File: config.mk
export PLATFORM = sky130hd
export DESIGN_NAME = controlUnit
export DESIGN_NICKNAME = d
export VERILOG_FILES = /design/src/source/instrPkg.sv /design/src/source/ctrlPkg.sv /design/src/source/instrDecoder.sv /design/src/source/stateSequencer.sv /design/src/source/controlWordRom.sv /design/src/source/controlUnit.sv
export SDC_FILE = /design/constraint.sdc
export NUM_CORES = 1
export LEC_CHECK = 0
export ABC_AREA = 1
export BUFFER_PORTS_ARGS = -buffer_cell sky130_fd_sc_hd__buf_2
export CORE_MARGIN = 5
export CORE_UTILIZATION = 30
export DETAILED_ROUTE_END_ITERATION = 12
export PLACE_DENSITY = 0.78
export REMOVE_ABC_BUFFERS = 1
export SYNTH_ARGS = -nofsm -noshare
export SYNTH_HDL_FRONTEND = slang
export SYNTH_SLANG_ARGS = --single-unit
File: constraint.sdc
create_clock -name CLK -period 1.4 [get_ports CLK]
set_input_delay 0.21 -clock CLK [delete_from_list [all_inputs] [get_ports CLK]]
set_output_delay 0.21 -clock CLK [all_outputs]
set_load 0.02 [all_outputs]
File: src/source/instrPkg.sv
package instrPkg;

	// instruction register
	localparam int INSTR_W = 32;

	// class field sits in ir[27:25]
	localparam int CLASS_W   = 3;
	localparam int CLASS_LSB = 25;

	// set on a branch that also saves the return address
	localparam int LINK_BIT = 20;

	// classes handled by this unit
	// any other code in the class field is treated as unsupported
	typedef enum logic [CLASS_W-1:0] {
		DATA_SHIFT = 3'b000,
		DATA_IMM   = 3'b001,
		BRANCH     = 3'b101
	} instrClass_t;

endpackage

File: src/source/ctrlPkg.sv
package ctrlPkg;

	// state register
	localparam int STATE_W = 4;

	// encodings follow the microprogram step numbers
	typedef enum logic [STATE_W-1:0] {
		RESET         = 4'd0,
		FETCH_ADDR    = 4'd1,
		FETCH_INC     = 4'd2,
		FETCH_WAIT    = 4'd3,
		DECODE        = 4'd4,
		DP_IMM_EXEC   = 4'd5,
		DP_IMM_FLAGS  = 4'd6,
		DP_SHIFT_EXEC = 4'd7,
		BR_TARGET     = 4'd8,
		BR_UPDATE     = 4'd9,
		BR_LINK       = 4'd10
	} state_t;

	// alu operation codes
	localparam int ALU_OP_W = 5;

	// pass operand A
	localparam logic [ALU_OP_W-1:0] ALU_PASS      = 5'b10000;
	// pass and increment, used for pc + 4
	localparam logic [ALU_OP_W-1:0] ALU_PASS_INC  = 5'b10001;
	localparam logic [ALU_OP_W-1:0] ALU_ADD_FLAGS = 5'b10011;
	// adder used on the branch path
	localparam logic [ALU_OP_W-1:0] ALU_BR_ADD    = 5'b00100;

	// shifter
	localparam int SHIFT_W = 3;

	// rotate the 8-bit immediate
	localparam logic [SHIFT_W-1:0] SHIFT_ROT_IMM   = 3'b001;
	// sign extend and scale the 24-bit offset
	localparam logic [SHIFT_W-1:0] SHIFT_BR_OFFSET = 3'b100;

	// memory access size
	localparam int MEM_TYPE_W = 2;

	localparam logic [MEM_TYPE_W-1:0] MEM_WORD = 2'b10;

	// datapath mux selects
	localparam int MUXA_W = 2;
	localparam int MUXB_W = 1;
	localparam int MUXC_W = 3;
	localparam int MUXF_W = 2;
	localparam int MUXJ_W = 2;

endpackage

File: src/source/instrDecoder.sv
`timescale 1ns/100ps

module instrDecoder (
	input  logic [instrPkg::INSTR_W-1:0] ir,
	output ctrlPkg::state_t              entryState
);

	instrPkg::instrClass_t instrClass;
	logic                  link;

	assign instrClass = instrPkg::instrClass_t'(
		ir[instrPkg::CLASS_LSB +: instrPkg::CLASS_W]);

	assign link = ir[instrPkg::LINK_BIT];

	// first execute step of each supported class
	always_comb
	begin
		case (instrClass)
			instrPkg::DATA_IMM:
			begin
				entryState = ctrlPkg::DP_IMM_EXEC;
			end
			instrPkg::DATA_SHIFT:
			begin
				entryState = ctrlPkg::DP_SHIFT_EXEC;
			end
			instrPkg::BRANCH:
			begin
				// link saves the return address before the target step
				if (link)
					entryState = ctrlPkg::BR_LINK;
				else
					entryState = ctrlPkg::BR_TARGET;
			end
			default:
			begin
				// unsupported, drop it and fetch the next one
				entryState = ctrlPkg::FETCH_ADDR;
			end
		endcase
	end

endmodule

File: src/source/stateSequencer.sv
`timescale 1ns/100ps

module stateSequencer (
	input  logic            CLK,
	input  logic            rst,
	input  logic            moc,
	input  logic            cond,
	input  ctrlPkg::state_t entryState,
	output ctrlPkg::state_t state
);

	ctrlPkg::state_t nextState;

	always_ff @(posedge CLK)
	begin
		if (rst)
			state <= ctrlPkg::RESET;
		else
			state <= nextState;
	end

	always_comb
	begin
		case (state)
			ctrlPkg::RESET:
				nextState = ctrlPkg::FETCH_ADDR;

			// fetch
			ctrlPkg::FETCH_ADDR:
				nextState = ctrlPkg::FETCH_INC;
			ctrlPkg::FETCH_INC:
				nextState = ctrlPkg::FETCH_WAIT;
			ctrlPkg::FETCH_WAIT:
			begin
				// hold the read until memory reports completion
				if (moc)
					nextState = ctrlPkg::DECODE;
				else
					nextState = ctrlPkg::FETCH_WAIT;
			end

			ctrlPkg::DECODE:
			begin
				// failed condition turns the instruction into a no-op
				if (cond)
					nextState = entryState;
				else
					nextState = ctrlPkg::FETCH_ADDR;
			end

			// data processing
			ctrlPkg::DP_IMM_EXEC:
				nextState = ctrlPkg::DP_IMM_FLAGS;
			ctrlPkg::DP_IMM_FLAGS:
				nextState = ctrlPkg::FETCH_ADDR;
			ctrlPkg::DP_SHIFT_EXEC:
				nextState = ctrlPkg::FETCH_ADDR;

			// branch
			ctrlPkg::BR_LINK:
				nextState = ctrlPkg::BR_TARGET;
			ctrlPkg::BR_TARGET:
				nextState = ctrlPkg::BR_UPDATE;
			ctrlPkg::BR_UPDATE:
				nextState = ctrlPkg::FETCH_ADDR;

			// unused codes restart through the clear step
			default:
				nextState = ctrlPkg::RESET;
		endcase
	end

endmodule

File: src/source/controlWordRom.sv
`timescale 1ns/100ps

module controlWordRom (
	input  ctrlPkg::state_t                  state,
	output logic                             clr,
	output logic                             rfLd,
	output logic                             irLd,
	output logic                             marLd,
	output logic                             frLd,
	output logic                             memRw,
	output logic                             memMov,
	output logic                             shiftEn,
	output logic                             muxD,
	output logic                             muxB,
	output logic                             muxH,
	output logic                             muxI,
	output logic                             branchSel,
	output logic [ctrlPkg::MEM_TYPE_W-1:0]   memType,
	output logic [ctrlPkg::MUXA_W-1:0]       muxA,
	output logic [ctrlPkg::MUXC_W-1:0]       muxC,
	output logic [ctrlPkg::MUXF_W-1:0]       muxF,
	output logic [ctrlPkg::MUXJ_W-1:0]       muxJ,
	output logic [ctrlPkg::SHIFT_W-1:0]      shiftType,
	output logic [ctrlPkg::ALU_OP_W-1:0]     aluOp
);

	always_comb
	begin
		clr       = 1'b0;
		rfLd      = 1'b0;
		irLd      = 1'b0;
		marLd     = 1'b0;
		frLd      = 1'b0;
		memRw     = 1'b0;
		memMov    = 1'b0;
		shiftEn   = 1'b0;
		muxD      = 1'b0;
		muxB      = 1'b0;
		muxH      = 1'b0;
		muxI      = 1'b0;
		branchSel = 1'b0;
		memType   = '0;
		muxA      = '0;
		muxC      = '0;
		muxF      = '0;
		muxJ      = '0;
		shiftType = '0;
		aluOp     = '0;

		case (state)
			ctrlPkg::RESET:
			begin
				clr = 1'b1;
			end
			// mar <= pc
			ctrlPkg::FETCH_ADDR:
			begin
				marLd = 1'b1;
				muxA  = 2'd2;
				muxD  = 1'b1;
				aluOp = ctrlPkg::ALU_PASS;
			end
			// pc <= pc + 4 while the word read starts
			ctrlPkg::FETCH_INC:
			begin
				rfLd    = 1'b1;
				memRw   = 1'b1;
				memMov  = 1'b1;
				memType = ctrlPkg::MEM_WORD;
				muxA    = 2'd2;
				muxC    = 3'd3;
				muxD    = 1'b1;
				aluOp   = ctrlPkg::ALU_PASS_INC;
			end
			ctrlPkg::FETCH_WAIT:
			begin
				irLd    = 1'b1;
				memRw   = 1'b1;
				memMov  = 1'b1;
				memType = ctrlPkg::MEM_WORD;
			end
			ctrlPkg::DP_IMM_EXEC:
			begin
				rfLd      = 1'b1;
				muxB      = 1'b1;
				muxC      = 3'd4;
				muxF      = 2'd3;
				muxD      = 1'b1;
				shiftEn   = 1'b1;
				shiftType = ctrlPkg::SHIFT_ROT_IMM;
				aluOp     = ctrlPkg::ALU_ADD_FLAGS;
			end
			ctrlPkg::DP_IMM_FLAGS:
			begin
				rfLd = 1'b1;
				frLd = 1'b1;
				muxJ = 2'd1;
			end
			ctrlPkg::DP_SHIFT_EXEC:
			begin
				rfLd = 1'b1;
				frLd = 1'b1;
				muxB = 1'b1;
				muxH = 1'b1;
				muxI = 1'b1;
			end
			// lr <= pc
			ctrlPkg::BR_LINK:
			begin
				rfLd      = 1'b1;
				muxA      = 2'd3;
				muxC      = 3'd4;
				muxD      = 1'b1;
				muxJ      = 2'd1;
				branchSel = 1'b1;
				aluOp     = ctrlPkg::ALU_BR_ADD;
			end
			ctrlPkg::BR_TARGET:
			begin
				rfLd      = 1'b1;
				frLd      = 1'b1;
				muxB      = 1'b1;
				muxC      = 3'd4;
				muxD      = 1'b1;
				muxF      = 2'd3;
				muxJ      = 2'd3;
				shiftEn   = 1'b1;
				shiftType = ctrlPkg::SHIFT_BR_OFFSET;
				aluOp     = ctrlPkg::ALU_ADD_FLAGS;
			end
			// pc <= pc + offset
			ctrlPkg::BR_UPDATE:
			begin
				rfLd      = 1'b1;
				muxA      = 2'd2;
				muxC      = 3'd3;
				muxD      = 1'b1;
				muxJ      = 2'd1;
				branchSel = 1'b1;
				aluOp     = ctrlPkg::ALU_BR_ADD;
			end
			// decode and unused codes drive nothing
			default:
			begin
				clr = 1'b0;
			end
		endcase
	end

endmodule

File: src/source/controlUnit.sv
`timescale 1ns/100ps

module controlUnit (
	input  logic                             CLK,
	input  logic                             rst,
	input  logic                             moc,
	input  logic                             cond,
	input  logic [instrPkg::INSTR_W-1:0]     ir,
	output logic                             clr,
	output logic                             rfLd,
	output logic                             irLd,
	output logic                             marLd,
	output logic                             frLd,
	output logic                             memRw,
	output logic                             memMov,
	output logic                             shiftEn,
	output logic                             muxD,
	output logic                             muxB,
	output logic                             muxH,
	output logic                             muxI,
	output logic                             branchSel,
	output logic [ctrlPkg::MEM_TYPE_W-1:0]   memType,
	output logic [ctrlPkg::MUXA_W-1:0]       muxA,
	output logic [ctrlPkg::MUXC_W-1:0]       muxC,
	output logic [ctrlPkg::MUXF_W-1:0]       muxF,
	output logic [ctrlPkg::MUXJ_W-1:0]       muxJ,
	output logic [ctrlPkg::SHIFT_W-1:0]      shiftType,
	output logic [ctrlPkg::ALU_OP_W-1:0]     aluOp
);

	ctrlPkg::state_t entryState;
	ctrlPkg::state_t state;

	instrDecoder i_instrDecoder (
		.ir         (ir),
		.entryState (entryState)
	);

	stateSequencer i_stateSequencer (
		.CLK        (CLK),
		.rst        (rst),
		.moc        (moc),
		.cond       (cond),
		.entryState (entryState),
		.state      (state)
	);

	// outputs are a pure function of the state register
	controlWordRom i_controlWordRom (
		.state     (state),
		.clr       (clr),
		.rfLd      (rfLd),
		.irLd      (irLd),
		.marLd     (marLd),
		.frLd      (frLd),
		.memRw     (memRw),
		.memMov    (memMov),
		.shiftEn   (shiftEn),
		.muxD      (muxD),
		.muxB      (muxB),
		.muxH      (muxH),
		.muxI      (muxI),
		.branchSel (branchSel),
		.memType   (memType),
		.muxA      (muxA),
		.muxC      (muxC),
		.muxF      (muxF),
		.muxJ      (muxJ),
		.shiftType (shiftType),
		.aluOp     (aluOp)
	);

endmodule

==> flow_summary.rst <==
.. list-table::
   :header-rows: 1

   * - Metric
     - Value
   * - Data arrival time of the worst path
     - between 1000 and 1500 ps
   * - Highest achievable clock rate
     - between 600 and 700 MHz
   * - Worst Hold Slack
     - 159 ps
   * - Number of antenna-violating nets in the routed design
     - 0
   * - Registers with the highest flip-flop counts
     - i_stateSequencer.state (4)
   * - Synthesis-to-layout area growth
     - 83.5%
   * - Register clock-pin slew on the reported worst setup and hold paths
     - 40 ps
   * - Top sig layer
     - met4
   * - Run status
     - finished with violations
   * - Violated checks
     - setup timing
   * - Type of the most critical hold path
     - in -> reg
   * - Met3 WL post-DR
     - between 100 and 150 µm
   * - Std cell rows
     - 14
   * - # clock sinks
     - 4
   * - Startpoint type of the worst setup path
     - flip-flop
   * - Dpl hpwl
     - ~1.2 mm
   * - Top reg by flops
     - i_stateSequencer.state
   * - Worst supply voltage drop on vdd
     - 825 µV
   * - Most frequent cells in the layout
     - sky130_fd_sc_hd__buf_2 (19), sky130_fd_sc_hd__buf_6 (16), sky130_fd_sc_hd__inv_1 (14)
   * - Average wire per cell in the routed design
     - about 11 µm
   * - Unrepaired setup endpoints after global routing
     - yes
   * - Power density over the cells
     - roughly 1300 nW/µm²
   * - Detailed Route WL
     - around 1.6 mm
   * - Worst-path fanout max
     - 5
   * - Reg area
     - 95.1 µm²
   * - Setup slack after layout
     - -31.0 ps
   * - First-pass GRT wire length
     - 2.43 mm
   * - Cell leakage power
     - 0.590 nW
   * - Die W
     - 50.6 µm
   * - Root Driver
     - sky130_fd_sc_hd__clkbuf_4
   * - Area of combinational cells with multiple inputs
     - 344 µm²
   * - Overall overflow remaining after global route
     - 0
   * - Final design utilization
     - between 50% and 60%
   * - Count of boundary I/O pins
     - between 60 and 70
   * - Most frequent standard cell in the layout excluding fill and tap cells
     - sky130_fd_sc_hd__buf_2
   * - Total count of max-transition violations in the final report
     - 0
   * - Buffer levels on the longest clock path
     - 2
   * - WL met1
     - 600 µm
   * - MaxCap Viol Count
     - 0
   * - Req. time, crit path
     - 1190 ps
   * - Total buffers and inverters traversed by the critical path
     - 3
   * - Total standard cell area after synthesis
     - slightly below 500 µm²
   * - Final period util
     - 102%
   * - Dominant delay contributor by cell family on the critical path
     - flip-flops
   * - Via count of the first global-routing pass
     - around 630
   * - Overall die area
     - between 2000 and 3000 µm²
   * - Worst setup skew after layout
     - around 6.2 ps
   * - Synth Instances
     - 98
   * - Share of post-route cells with drive strength above 1
     - between 50% and 60%
   * - Synthesized area per cell
     - about 5 µm²
   * - Nature of the critical path endpoint
     - output pin
   * - CTS tree
     - yes
   * - Cell type of the slowest stage on the worst timing path
     - sky130_fd_sc_hd__dfxtp_4
   * - Via/cell ratio
     - around 4.5
   * - Die height
     - approximately 51 µm
   * - Final nets
     - about 170
   * - Cell chain of the critical path
     - inv_4 > nor2_4 > nand2_4 > inv_4 > nor2_4 > o21ai_1 > buf_4
   * - Clk_lat worst skew
     - around 240 ps
   * - Placement Setup Slack
     - approximately 51 ps
   * - Post-synth cell types
     - 12
   * - Final RePlAce weighted congestion
     - around 0.77
   * - Highest cell delay on the worst timing path
     - about 390 ps
   * - Critical path class
     - reg -> out
   * - Sequential-to-total area share from yosys stat
     - 16.2%
   * - Hold violation total from the final report
     - 0
   * - Antenna violations before repair
     - 0
   * - DR pass1 iterations
     - 2
   * - Number of antenna diodes
     - 0
   * - Detailed Route Iter0 Violations
     - 5
   * - Total met2 wirelength after detailed routing
     - around 900 µm
   * - Minimum clock period after layout
     - 1430 ps
   * - Starting density of the core
     - 32.1%
   * - Total number of yosys warnings
     - 0
   * - Number of H-tree branching levels
     - 1
   * - Fill cells
     - roughly 160
   * - Drc violations
     - 0
   * - Final Setup Violations
     - 8
   * - Area of the core
     - roughly 1500 µm²
   * - Maximum number of pins on one net before global-route repair
     - 8
   * - Global-route total usage across every layer
     - about an eighth
   * - Number of buffers inserted during clock tree synthesis
     - 3
   * - Number of flip-flops under the largest register name
     - 4
   * - Vias
     - approximately 700
   * - Hold buffer count at CTS
     - 0
   * - Number of synthesized register bits
     - 4
   * - Number of port buffers
     - 36
## cells by family (layout without fill, tap and decap cells)
family	after synthesis	in the layout	share of synthesized area, %
and+or+nand+nor	52	52	43.0
AOI/OAI and AO/OA	8	8	8.10
buffers and inverters	33	69	31.9
DFF	4	4	16.2
other	1	3	0.759
## worst register-to-register path, cell delays in order, from the launching register on
cell and delay (ps):
sky130_fd_sc_hd__dfxtp_4 360, sky130_fd_sc_hd__nor2_2 160, sky130_fd_sc_hd__buf_4 150, sky130_fd_sc_hd__inv_1 50
sky130_fd_sc_hd__nor2_1 160, sky130_fd_sc_hd__nand3_1 110, sky130_fd_sc_hd__a21oi_1 150
## area by class of cell
class	count	share of cell area (%)
multi-input cells	63	37.9
repair buffers	42	36.1
inverters	24	10.8
flip-flops and latches	4	10.5
clock buffers	3	2.48
well taps	16	2.21
## path summary, 6_finish.rpt
kind / startpoint / endpoint / slack, ps / cells after the start
setup / recovery: i_stateSequencer.state[2] / muxB / -30 / 7
hold / removal: rst / i_stateSequencer.state[2] / 160 / 2
setup reg to reg: i_stateSequencer.state[1] / i_stateSequencer.state[1] / 190 / 6
hold reg to reg: i_stateSequencer.state[0] / i_stateSequencer.state[3] / 600 / 3
## synth_stat cells (all sizes together)
| cell type | number | area share (%) |
|---|---|---|
| a21oi | 4 | 4.1 |
| buf | 9 | 14 |
| conb | 1 | 0.76 |
| dfxtp | 4 | 16 |
| inv | 24 | 18 |
| nand2 | 22 | 17 |
| nand3 | 4 | 4.1 |
| nand4 | 4 | 5.1 |
| nor2 | 20 | 15 |
| nor3 | 2 | 2.0 |
| o21ai | 4 | 4.0 |
## timing repair
action	in CTS	in global routing
endpoints found under the setup margin	22	19
buffers inserted	1	2
gates resized for setup	55	25
pin swaps	4	5
## stage by stage
stage	TNS, ps	instances	power (mW)	instance area, µm²
2_1_floorplan	-989	91	0.554	434
3_3_place_gp	0	146	0.756	657
3_5_place_dp	0	146	0.761	657
4_1_cts	-55.3	150	1.05	820
5_1_grt	-825	152	1.21	907
6_report	-77.2	152	1.14	907
## layer usage
layer | global-route usage (%) | up-vias
li1 | - | 361
met1 | 11.4 | 295
met2 | 23.8 | 23
met3 | 2.07 | 2
met4 | 6.38 | 0
met5 | 0 | -
## report_power, final
part | internal [mW] | leakage, nW | switching [mW]
Clock | 0.0959 | 0.0138 | 0.0486
Sequential | 0.142 | 0.0355 | 0.0447
Combinational | 0.336 | 0.541 | 0.471
Note: power is estimated with default switching activity, not from simulation.
